===== src/hdl/rename_pkg.sv =====
`default_nettype none

package rename_pkg;

    // architectural register space, x0 reads as zero
    localparam int ARCH_REGS = 32;

    typedef logic [4:0] arch_reg_t;

    // prn 0 is the permanent home of x0
    typedef logic [5:0] prn_t;

    // one slot of a rename group, slot 0 is oldest
    typedef struct packed {
        logic      valid;
        arch_reg_t dest;
        arch_reg_t src1;
        arch_reg_t src2;
    } rename_req_t;

    // old_prn goes to the reorder buffer, returned at commit
    typedef struct packed {
        prn_t src1_prn;
        prn_t src2_prn;
        prn_t dest_prn;
        prn_t old_prn;
    } rename_resp_t;

endpackage

`default_nettype wire


===== src/hdl/free_list.sv =====
`timescale 1ns/1ps
`default_nettype none

module free_list
    import rename_pkg::*;
#(
    parameter int width     = 2,
    parameter int phys_regs = 64
) (
    input  wire logic                     clock,
    input  wire logic                     reset,
    input  wire rename_req_t [width-1:0]  rename_req,
    input  wire prn_t        [width-1:0]  commit_prn,
    output logic                          stall,
    output logic             [width-1:0]  alloc_fire,
    output prn_t             [width-1:0]  alloc_prn
);

    // registers not pinned to the reset identity map
    localparam int cap     = phys_regs - ARCH_REGS;
    localparam int idx_w   = $clog2(cap);
    localparam int count_w = $clog2(cap + 1);

    typedef logic [idx_w-1:0]   idx_t;
    typedef logic [count_w-1:0] count_t;

    prn_t   queue [cap];
    idx_t   head;
    idx_t   tail;
    count_t count;

    logic   [width-1:0] need;
    count_t need_count;
    count_t pop_count;
    count_t push_count;
    idx_t   push_idx [width];

    // circular index, offset is always below cap
    function automatic idx_t wrap(input idx_t base, input count_t off);
        int unsigned sum;
        sum = int'(base) + int'(off);
        if (sum >= cap) begin
            sum = sum - cap;
        end
        return idx_t'(sum);
    endfunction

    always_comb begin
        count_t pos;
        count_t k;

        need_count = '0;
        for (int i = 0; i < width; i++) begin
            need[i]    = rename_req[i].valid && (rename_req[i].dest != '0);
            need_count = need_count + count_t'(need[i]);
        end

        // all or nothing, the group waits as a whole
        stall = count < need_count;

        pos = '0;
        for (int i = 0; i < width; i++) begin
            alloc_fire[i] = need[i] && !stall;
            alloc_prn[i]  = alloc_fire[i] ? queue[wrap(head, pos)] : '0;
            pos           = pos + count_t'(alloc_fire[i]);
        end
        pop_count = pos;

        // commit slots pack densely at the tail
        k = '0;
        for (int i = 0; i < width; i++) begin
            push_idx[i] = wrap(tail, k);
            k           = k + count_t'(commit_prn[i] != '0);
        end
        push_count = k;
    end

    always_ff @(posedge clock) begin
        if (reset) begin
            head  <= '0;
            tail  <= '0;
            count <= count_t'(cap);
            for (int k = 0; k < cap; k++) begin
                queue[k] <= prn_t'(ARCH_REGS + k);
            end
        end else begin
            for (int i = 0; i < width; i++) begin
                if (commit_prn[i] != '0) begin
                    queue[push_idx[i]] <= commit_prn[i];
                end
            end
            head  <= wrap(head, pop_count);
            tail  <= wrap(tail, push_count);
            count <= count - pop_count + push_count;
        end
    end

    // reorder buffer can only return what rename handed out
    a_count_bound: assert property (
        @(posedge clock) disable iff (reset)
        count <= count_t'(cap)
    ) else $error("free_list: count %0d above capacity", count);

    generate
        for (genvar i = 0; i < width; i++) begin : g_commit_chk
            a_commit_range: assert property (
                @(posedge clock) disable iff (reset)
                commit_prn[i] != '0 |-> int'(commit_prn[i]) < phys_regs
            ) else $error("free_list: commit prn %0d out of range", commit_prn[i]);
        end
    endgenerate

endmodule

`default_nettype wire


===== config.mk =====
export PLATFORM = sky130hd
export DESIGN_NAME = free_list
export DESIGN_NICKNAME = d
export VERILOG_FILES = /design/src/hdl/rename_pkg.sv /design/src/hdl/free_list.sv
export SDC_FILE = /design/constraint.sdc
export NUM_CORES = 1
export LEC_CHECK = 0
export ABC_AREA = 1
export BUFFER_PORTS_ARGS = -buffer_cell sky130_fd_sc_hd__buf_2
export CAP_MARGIN = 20
export CORE_AREA = 2 2 171 173
export DETAILED_ROUTE_END_ITERATION = 8
export DIE_AREA = 0 0 173 175
export GPL_TIMING_DRIVEN = 0
export PLACE_DENSITY = 0.69
export SLEW_MARGIN = 30
export SYNTH_ARGS = -nofsm -noshare
export SYNTH_HDL_FRONTEND = slang
export SYNTH_SLANG_ARGS = --single-unit

===== constraint.sdc =====
create_clock -name clock -period 5.2 [get_ports clock]
set_clock_uncertainty 0.15 [all_clocks]
set_input_delay 0.52 -clock clock [delete_from_list [all_inputs] [get_ports clock]]
set_output_delay 0.52 -clock clock [all_outputs]
set_load 0.03 [all_outputs]

-- After elaboration in Yosys (flattened, before gate mapping)
Memory sizes are Yosys's and may differ from the RTL's.
Cells that the tools add are included.
W data, S select, Z words.
- bits in registers: 16
- latch bits: 0
- memory bits (writable): 192
- ROM bits: 0
- memories kept: 1
- $add $sub $neg: 15
- multipliers: 0
- divide/modulo/power cells: 0
- order comparisons: 7
- eq/ne operators: 0
- shift operators: 0
- mux-type cells: 22
- bitwise operators: 0
- reductions and logical operators: 11
- memories (name ; depth ; width ; rd ports ; clocked after Yosys merged registers in ; write ports ; RTL line ; source):
    queue ; 32 ; 6 ; 2 ; 0 ; 32 ; free_list.sv:27 ; prn_t queue [cap];
- operators by type and width (kind ; count):
    $mux W5 ; 8
    $sub A5 B1 Y5 const B ; 6
    $ge A6 B6 Y1 const B ; 4
    $mux W6 ; 4
    $add A5 B1 Y6 ; 2
    $add A5 B2 Y6 ; 2
    $ge A5 B6 Y1 const B ; 2
    $reduce_bool A6 Y1 ; 2
    $reduce_or A6 Y1 ; 2
    $mux W1 ; 10
    $reduce_bool A5 Y1 ; 2
    $add A1 B1 Y2 ; 3
    $add A6 B2 Y6 ; 1
    $lt A6 B2 Y1 ; 1
    $sub A6 B2 Y6 ; 1
    $logic_and A1 B1 Y1 ; 4
    $logic_not A1 Y1 ; 1

-- Longest topological paths before layout
Gate-level depths: netlist of run 1.
An unclocked memory read counts as a cell.
- depth after elaboration: 11
- mapped depth: 24
- gate-level depth less buffers: 23

-- Worst setup path after synthesis of run 1
OpenSTA, ideal clock, no wires.
- kind: input port to output port
- start point: input rename_req[29] (netlist bit)
- end point: output alloc_prn[10] (netlist bit)
- arrival: 4.195 ns
- setup slack: 0.335 ns
- stages: 21
- path buffers: 2
- path through: nor3_1 nand2_1 nand2_1 inv_1 ha_1 inv_1 ha_1 o21ai_0 nand2_1 a21oi_1 nor2_1 ha_1 ha_1 inv_1 clkbuf_1 clkbuf_1 nand3_1 nand3_1 nand3_1 a21oi_1 nor2_1
- RTL lines (what ; RTL line ; source):
    from (decl) ; free_list.sv:12 ; input wire rename_req_t [width-1:0] rename_req,
    to (decl) ; free_list.sv:16 ; output prn_t [width-1:0] alloc_prn

==> metrics.yaml, run 1 <==
status: "complete, no violations"
synth_commonest_cells: "nand2_1, nand3_1, edfxtp_1"
cts_resized: 5
multi_input_area_um2: 6850
setup_viol: 0
period_share_pct: 93.3
grt_pass1_vias: 14000
cp_slowest_stage_delay_ps: 550
die_area_um2: 30300
numClockSinks: 208
design_area_um2: 15600
grt_pass1_wl_mm: 86.2
cts.htree.levels: 1
hold_path.class: "in -> reg"
antenna_found_initial: 0
chipWidth_um: 173
firstDrtPassIters: 9
insertion_delay_ps: 540
ios: 61
drc_errors: 0
totalWireLength_mm: 58.2
yosysTopAreaCellShare_pct: 41.2
report.final.slew_viol_count: 0
start_kind: "primary input"
rr_startpoint: "count[1]$_SDFF_PP0_"
synth_area_leader_cell: "edfxtp_1"
cts_inserted_buffers: 25
grt.overflow.total: 0
synthArstFlopShare_pct: 0
diodes: 0
avgSynthCellArea_um2: 7.29
place_area_um2: 14700
fin_cells: 2386
start_util_pct: 49.3
worstPathArrival_ps: 4180
coreArea_um2: 28400
crit_family: "simple AND/OR/NAND/NOR gates"
grt_max_degree: 14
hold_violations: 0
crit_buf_inv: 5
drv_cap: 0
reg2reg_slack_ps: 1820
portBuffers: 39
power_density_nw_per_um2: 473
yosysMostFrequentCell: "nand2_1"
worstMarginPinSlew_ps: 1130
drive_gt1_share_pct: 9.69
hold_path_depth: 3
ant_nets: 0
r2r_cells: 16
synth_edf_count: 192
path_clk_slew_ps: 60
slew_headroom_pct: 24.6
fin_nets: 2056
regArea_um2: 6090
clock-root-buffer: "clkbuf_16"
post-cts-setup-buffers: 0
wl_per_cell_um: 24.4
grt.total_usage_pct: 38.3
crit_top_cell: "nand2_1"
power_leakage_nw: 6.43
syn2layout_area_growth_pct: 11.6
drtIter0Drc: 2056
via_per_inst: 6.23
synthesis.nets: 1990
syn-cell-area_um2: 14000
irDropWorstVdd_mv: 0.324
dpl.hpwl_mm: 43.6
cp-end-kind: "output port"
hold_start: "commit_prn[6]"
setup.worst_path.class: "in -> out"
synth.distinct_cells: 33
globalplace.congestion: 1.05
fmax_ghz: 0.206
period_needed_ps: 4850
finalWorstSetupSlack_ps: 349
cts_tree: "yes"
fill_cells: 2764
yosysWarnings: 0
cp_slowest_cell: "clkbuf_1"
synthTopCellsByArea: "edfxtp_1, nand2_1, nand3_1"
crit_required_ps: 4530
synth-seq-area-share_pct: 43.5
num_vias: 14900
path_cells: "buf_2 -> nor3_1 -> nand2_1 -> nand2_1 -> inv_1 -> ha_1 -> inv_1 -> ha_1 -> o21ai_0 -> nand2_1 -> a21oi_4 -> nor2_2 -> ha_1 -> ha_1 -> clkbuf_1 -> nand3_1 -> nand3_1 -> nand3_1 -> nand2_1 -> nand2_1 -> nand2_1 -> nor2_1 -> buf_2"
syn_inst: 1919
clock_path_buffers: 3
hold_end: "queue[15][0]$_DFFE_PP_"
die_h_um: 175
ys_ff_latch: 208
pre_cts_ws_ps: -174
ys.flop_type: "edfxtp_1"
r2r_end: "count[4]$_SDFF_PP0_"
rows: 62
rsz0062_at_grt: "no"
cts_hold_buf: 0
crit_fanout: 10
place_inst: 2342
[logic make-up after synthesis]
family | count (synthesis) | synth area share [%]
simple gates | 1094 | 34.2
compound gates | 326 | 11.7
buf+inv | 261 | 7.68
flops | 208 | 43.5
fa+ha+maj | 25 | 2.45
xor+xnor | 5 | 0.447
[metal layers]
layer / global-route usage [%] / wire [um]
met4: 19.0 / 3440
met2: 59.0 / 24800
met5: 0.481 / 0
met3: 11.5 / 8370
met1: 49.2 / 21600
[layout by cell type (no fill, tap or decap), drive strengths merged]
cell,instances
dfxtp,16
o21ai,297
clkbuf,115
nor3,10
a21o,1
xnor2,1
nor2,64
edfxtp,192
xor2,4
bufinv,6
nand4,4
clkinvlp,2
a21oi,28
buf,106
nand3b,1
fa,4
clkinv,7
nand3,427
inv,108
ha,21
nand2,588
[per-stage QoR]
| stage | TNS [ps] | utilization, % | power (mW) | hold slack, ps |
|---|---|---|---|---|
| after CTS | 0 | 54.8 | 7.21 | 184 |
| after floorplan | 0 | - | 4.20 | 316 |
| after global placement | -754 | 51.6 | 5.28 | 349 |
| after detailed placement | -761 | 51.6 | 5.31 | 370 |
| final | 0 | 55.0 | 7.38 | 196 |
| after global routing | 0 | 55.0 | 7.73 | 219 |
[worst max path at each step]
stage / startpoint / to / slack (ps) / cells after the start
6_report: rename_req[29] / alloc_prn[6] / 350 / 23
3_5_place_dp: rename_req[29] / alloc_prn[9] / -170 / 23
3_3_place_gp: rename_req[29] / alloc_prn[9] / -170 / 23
5_1_grt: rename_req[29] / alloc_prn[9] / 60 / 22
2_1_floorplan: rename_req[29] / alloc_prn[10] / 340 / 21
4_1_cts: rename_req[29] / alloc_prn[9] / 20 / 25
[state kept, by name (all words and copies together), names as in the netlist]
register and cells:
queue 192, tail 5, head 5, count 6
[final cells by class]
class	instances	share of cell area, %
buffer	153	4.53
sequential	208	39.0
tap	384	3.08
timing repair buffer	39	1.25
inverter	108	2.61
clock inverter	15	1.51
clock buffer	29	4.17
multi-input combinational	1450	43.9
[power breakdown]
part	switching, mW	internal [mW]	leakage [nW]	total (mW)
combinational	2.52	0.961	4.26	3.48
sequential	0.0613	1.91	1.74	1.97
clock	0.737	1.19	0.430	1.93
[worst register-to-register path: cells and delay by family (launching register included)]
kind,cells,cell delay [ps]
AOI/OAI and AO/OA,5,480
DFF,1,310
buffers and inverters,2,80
and+or+nand+nor,4,670
adders and majority gates,5,1570
Power figures use the tool's default switching activity.
==> run 2: changes to the inputs <==
- CTS_BUF_LIST: unset -> sky130_fd_sc_hd__clkbuf_16
- clock period: 5.2 -> 5.6 ns (I/O delays scaled with it)
==> metrics.yaml, run 2 (synthesis results as in run 1) <==
status: "complete, no violations"  # unchanged
largest_reg_flops: 192  # unchanged
hold_start: "commit_prn[6]"  # unchanged
pre_cts_ws_ps: 146  # was -174 ps
r2r_cells: 16  # unchanged
worstMarginPinSlew_ps: 1120  # was 1130 ps
cts_tree: "yes"  # unchanged
grt_pass1_vias: 13900  # was 14.0k
cp-end-kind: "output port"  # unchanged
numClockSinks: 208  # unchanged
report.final.slew_viol_count: 0  # unchanged
cts_resized: 0  # was 5
reg2reg_slack_ps: 2110  # was 1820 ps
finalSetupTns_ps: 0  # unchanged
r2r_end: "count[4]$_SDFF_PP0_"  # unchanged
cts.htree.levels: 1  # unchanged
drive_gt1_share_pct: 9.34  # was 9.69%
globalplace.congestion: 1.05  # unchanged
setup.worst_path.class: "in -> out"  # unchanged
drc_errors: 0  # unchanged
fin_nets: 2057  # was 2056
cts_hold_buf: 0  # unchanged
totalWireLength_mm: 58.3  # was 58.2 mm
grt.overflow.total: 0  # unchanged
grt.total_usage_pct: 38.4  # was 38.3%
firstDrtPassIters: 6  # was 9
period_share_pct: 93.9
worstPathArrival_ps: 4550  # was 4180 ps
layout_top_registers: "queue: 192 flops, count: 6 flops"  # unchanged
portBuffers: 39  # unchanged
power_leakage_nw: 6.42  # was 6.43 nW
fill_cells: 2765  # was 2764
grt_max_degree: 14  # unchanged
syn2layout_area_growth_pct: 11.4  # was 11.6%
diodes: 0  # unchanged
insertion_delay_ps: 540  # about the same
startpoint: "rename_req[29]"  # unchanged
coreArea_um2: 28400  # unchanged
final_cell_mix: "nand2_1, nand3_1, edfxtp_1, o21ai_1, o21ai_0"  # unchanged
power_density_nw_per_um2: 437  # was 473 nW/um2
wl_per_cell_um: 24.4  # about the same
start_kind: "primary input"  # unchanged
rows: 62  # unchanged
ios: 61  # unchanged
endpoint: "alloc_prn[6]"  # unchanged
dpl.hpwl_mm: 43.6  # unchanged
clock-root-buffer: "clkbuf_16"  # unchanged
hold_violations: 0  # unchanged
clock_path_buffers: 3  # unchanged
period_needed_ps: 5260
final_common_cell: "nand2_1"  # unchanged
slew_headroom_pct: 25.3  # was 24.6%
cts_inserted_buffers: 25  # unchanged
antenna_found_initial: 0  # unchanged
largest_register: "queue"  # unchanged
drtIter0Drc: 1999  # was 2056
multi_input_area_um2: 6840  # was 6850 um2
start_util_pct: 49.3  # unchanged
die_area_um2: 30300  # unchanged
rsz0062_at_grt: "no"  # unchanged
num_vias: 14800  # was 14.9k
die_h_um: 175  # unchanged
post-cts-setup-buffers: 0  # unchanged
drv_cap: 0  # unchanged
grt_pass1_wl_mm: 86.3  # was 86.2 mm
crit_fanout: 10  # unchanged
chipWidth_um: 173  # unchanged
finalWorstSetupSlack_ps: 342  # was 349 ps
rr_startpoint: "count[1]$_SDFF_PP0_"  # unchanged
fmax_ghz: 0.190
hold_path.class: "in -> reg"  # unchanged
via_per_inst: 6.21  # was 6.23
irDropWorstVdd_mv: 0.303  # was 0.324 mV
crit_required_ps: 4890  # was 4530 ps
regArea_um2: 6090  # unchanged
setup_viol: 0  # unchanged
ant_nets: 0  # unchanged
path_clk_slew_ps: 60  # about the same
run 2: how the worst min path moves through the flow:
stage,endpoint,slack (ps),cells past startpoint
floorplan,head[3]$_SDFF_PP0_,320,1
global placement,head[3]$_SDFF_PP0_,350,1
detailed placement,head[4]$_SDFF_PP0_,370,2
CTS,queue[15][0]$_DFFE_PP_,220,3
global route,queue[15][0]$_DFFE_PP_,260,3
finish,queue[15][0]$_DFFE_PP_,240,3
run 2: power by group:
part	internal, mW	switching [mW]
logic	0.868	2.34
registers	1.77	0.0581
clock network	1.09	0.688
total	3.73	3.08
run 2: final cells by class:
| class | instances | share of cell area [%] |
|---|---|---|
| buffer | 153 | 4.36 |
| clock buffer | 25 | 4.02 |
| sequential | 208 | 39.1 |
| timing repair buffer | 40 | 1.34 |
| clock inverter | 19 | 1.61 |
| tap | 384 | 3.08 |
| inverter | 108 | 2.62 |
| multi-input combinational | 1450 | 43.9 |
run 2: layer usage:
metal,vias to the layer above,share of wire (%),GRT usage (%)
li1,6681,-,-
met1,6788,37,49.1
met2,1119,43,58.9
met3,236,14,12.1
met4,2,5.8,18.9
met5,-,0.094,0
run 2: through the flow:
step	cells	cell area, um2	utilization (%)	total power [mW]	hold slack, ps
3_3_place_gp	2342	14700	51.6	4.90	349
5_1_grt	2387	15600	54.9	7.13	258
3_5_place_dp	2342	14700	51.6	4.93	370
6_report	2387	15600	54.9	6.81	236
2_1_floorplan	1919	14000	-	3.90	316
4_1_cts	2386	15500	54.7	6.67	224
run 2: worst max-delay path, cell delays in order:
cell      delay, ps
buf_2            90
nor3_1          170
nand2_1          70
nand2_1         100
inv_1            50
ha_1            180
inv_1            60
ha_1            210
o21ai_0          70
nand2_1          80
a21oi_1         340
nor2_1          240
ha_1            280
ha_1            340
clkbuf_1        560
nand3_1         200
nand3_1         140
nand3_1         180
nand2_1         200
nand2_1          70
nand2_1         110
nor2_1           60
buf_2           180
==> run 3: changes to the inputs <==
- ABC_AREA: 1 -> unset
- CORE_AREA: 2 2 171 173 -> 2 2 170 172
- DIE_AREA: 0 0 173 175 -> 0 0 172 174
==> metrics.yaml, run 3 <==
status: "complete, no violations"  # unchanged
synthArstFlopShare_pct: 0  # unchanged
syn-cell-area_um2: 13900  # was 14000 um2
crit_family: "buffers and inverters"  # was simple AND/OR/NAND/NOR gates
crit_buf_inv: 7  # was 5
globalplace.congestion: 0.993  # was 1.05
fmax_ghz: 0.184  # was 0.190 GHz
grt_pass1_vias: 11000  # was 13.9k
antenna_found_initial: 1  # was 0
slew_headroom_pct: 30.0  # was 25.3%
grt.total_usage_pct: 34.9  # was 38.4%
synthTopCellsByArea: "edfxtp_1, mux4_2, mux2i_1"  # was edfxtp_1, nand2_1, nand3_1
grt_pass1_wl_mm: 74.2  # was 86.3 mm
power_leakage_nw: 5.01  # was 6.42 nW
ant_nets: 0  # unchanged
grt.overflow.total: 0  # unchanged
setup_viol: 0  # unchanged
setup.worst_path.class: "in -> out"  # unchanged
whs_ps: 402  # was 236 ps
diodes: 0  # unchanged
drive_gt1_share_pct: 18.5  # was 9.34%
die_area_um2: 29900  # was 30300 um2
largest_reg_flops: 192  # unchanged
portBuffers: 38  # was 39
ys_ff_latch: 208  # unchanged
hold_path.class: "in -> reg"  # unchanged
crit_required_ps: 4890  # about the same
avgSynthCellArea_um2: 11.0  # was 7.29 um2
yosysWarnings: 0  # unchanged
dpl.hpwl_mm: 38.8  # was 43.6 mm
die_h_um: 174  # was 175 um
drv_cap: 0  # unchanged
crit_fanout: 10  # unchanged
fin_nets: 1396  # was 2057
cts_inserted_buffers: 24  # was 25
grt_max_degree: 13  # was 14
chipWidth_um: 172  # was 173 um
start_util_pct: 49.3  # about the same
synth_commonest_cells: "edfxtp_1, mux2i_1, nor2_1"  # was nand2_1, nand3_1, edfxtp_1
cp_slowest_stage_delay_ps: 530  # was 560 ps
drtIter0Drc: 1998  # was 1999
rows: 62  # unchanged
path_clk_slew_ps: 60  # about the same
rsz0062_at_grt: "no"  # unchanged
finalWorstSetupSlack_ps: 155  # was 342 ps
worstMarginPinSlew_ps: 1050  # was 1120 ps
cts.htree.levels: 1  # unchanged
totalWireLength_mm: 52.7  # was 58.3 mm
cts_hold_buf: 0  # unchanged
clock_path_buffers: 3  # unchanged
clock-root-buffer: "clkbuf_16"  # unchanged
via_per_inst: 6.91  # was 6.21
syn2layout_area_growth_pct: 11.5  # was 11.4%
final_common_cell: "edfxtp_1"  # was nand2_1
cp-end-kind: "output port"  # unchanged
pre_cts_ws_ps: -1180  # was 146 ps
layout_top_registers: "queue: 192 flops, count: 6 flops"  # unchanged
period_needed_ps: 5440  # was 5260 ps
report.final.slew_viol_count: 0  # unchanged
final_cell_mix: "edfxtp_1, mux2i_1, nor2_1, nand2_1, mux4_2"  # was nand2_1, nand3_1, edfxtp_1, o21ai_1, o21ai_0
cp_slowest_cell: "or4_1"  # was clkbuf_1
start_kind: "primary input"  # unchanged
period_share_pct: 97.2  # was 93.9%
wl_per_cell_um: 30.5  # was 24.4 um
syn_inst: 1260  # was 1919
cts_tree: "yes"  # unchanged
path_cells: "buf_2 -> or4_1 -> o21ai_0 -> inv_1 -> ha_1 -> inv_1 -> ha_1 -> a211oi_2 -> or3_4 -> inv_1 -> ha_1 -> ha_1 -> clkbuf_4 -> clkbuf_4 -> mux4_2 -> o22ai_2 -> o32ai_2 -> buf_2"  # was buf_2 -> nor3_1 -> nand2_1 -> nand2_1 -> inv_1 -> ha_1 -> inv_1 -> ha_1 -> o21ai_0 -> nand2_1 -> a21oi_1 -> nor2_1 -> ha_1 -> ha_1 -> clkbuf_1 -> nand3_1 -> nand3_1 -> nand3_1 -> nand2_1 -> nand2_1 -> nand2_1 -> nor2_1 -> buf_2
yosysMostFrequentCell: "edfxtp_1"  # was nand2_1
power_density_nw_per_um2: 381  # was 437 nW/um2
numClockSinks: 208  # unchanged
num_vias: 11900  # was 14.8k
finalSetupTns_ps: 0  # unchanged
irDropWorstVdd_mv: 0.206  # was 0.303 mV
synth_edf_count: 192  # unchanged
hold_violations: 0  # unchanged
coreArea_um2: 28200  # was 28400 um2
insertion_delay_ps: 530  # was 540 ps
synth-seq-area-share_pct: 43.7  # was 43.5%
synth_area_leader_cell: "edfxtp_1"  # unchanged
largest_register: "queue"  # unchanged
worstPathArrival_ps: 4730  # was 4550 ps
ios: 61  # unchanged
firstDrtPassIters: 6  # unchanged
ys.flop_type: "edfxtp_1"  # unchanged
drc_errors: 0  # unchanged
yosysTopAreaCellShare_pct: 41.4  # was 41.2%
synth.distinct_cells: 71  # was 33
synthesis.nets: 1331  # was 1990
crit_top_cell: "ha_1"  # was nand2_1
## run 3: changes by cell type after synthesis, sizes merged, moves of 17 or more
cell,before,now
nand2,588,106
nand3,427,40
o21ai,297,51
mux2i,0,149
nor2,64,141
inv,106,34
mux4,0,72
a31oi,0,41
nor3,10,50
buf,74,40
o211ai,0,20
o22ai,0,17
## run 3: area by class of cell
type                       instances  area, um2
buffer                           107        514
tap                              384        480
inverter                          37        139
multi-input combinational        907       7390
timing repair buffer              40        205
clock buffer                      25        626
fill                            2487      12700
sequential                       208       6090
clock inverter                    19       87.6
## run 3: path summary, 6_finish.rpt
kind,from,to,slack (ps),cells after the start
min,commit_prn[2],queue[13][2]$_DFFE_PP_,400,3
max reg2reg,tail[0]$_SDFF_PP0_,queue[0][1]$_DFFE_PP_,2070,5
min reg2reg,count[0]$_SDFF_PP0_,count[0]$_SDFF_PP0_,450,2
max,rename_req[10],alloc_prn[8],160,18
## run 3: cells by family after synthesis
| logic type | after synthesis | synth area share (%) |
|---|---|---|
| muxes | 228 | 22.9 |
| AOI/OAI and AO/OA | 223 | 11.5 |
| and+or+nand+nor | 421 | 14.4 |
| adders and majority gates | 25 | 2.46 |
| xor gates and xnor gates | 10 | 0.629 |
| DFF | 208 | 43.7 |
| buffers and inverters | 145 | 4.38 |
## run 3: power by group
part	internal [mW]	total, mW	switching [mW]
Combinational	1.07	2.63	1.57
Sequential	1.77	1.82	0.0475
Clock	0.803	1.46	0.661
## run 3: tightest hold or removal path, stage by stage
cell and delay [ps]:
buf_2 190, nor4_1 90, a21oi_1 120
## run 3: what timing repair did
| item | 4_1_cts | 5_1_grt |
|---|---|---|
| endpoints found under the hold margin | 0 | 0 |
| endpoints found under the setup margin | 6 | 6 |
| pin swaps | 0 | 0 |
| gates resized for setup | 37 | 4 |
| buffers inserted | 2 | 0 |
## run 3: metal layers
layer | GRT usage [%] | up-vias | wire length (um)
li1 | - | 4964 | -
met1 | 47.6 | 5778 | 19200
met2 | 52.2 | 1025 | 22900
met3 | 9.49 | 162 | 7720
met4 | 15.5 | 2 | 2870
met5 | 0 | - | 10
## run 3: metrics by stage
step	cells	instance area [um2]	utilization (%)	total power, mW
floorplan	1260	14000	-	3.56
global placement	1682	14600	51.8	4.26
detailed placement	1682	14600	51.8	4.29
CTS	1728	15500	54.9	5.83
global route	1727	15500	55.0	6.06
finish	1727	15500	55.0	5.91
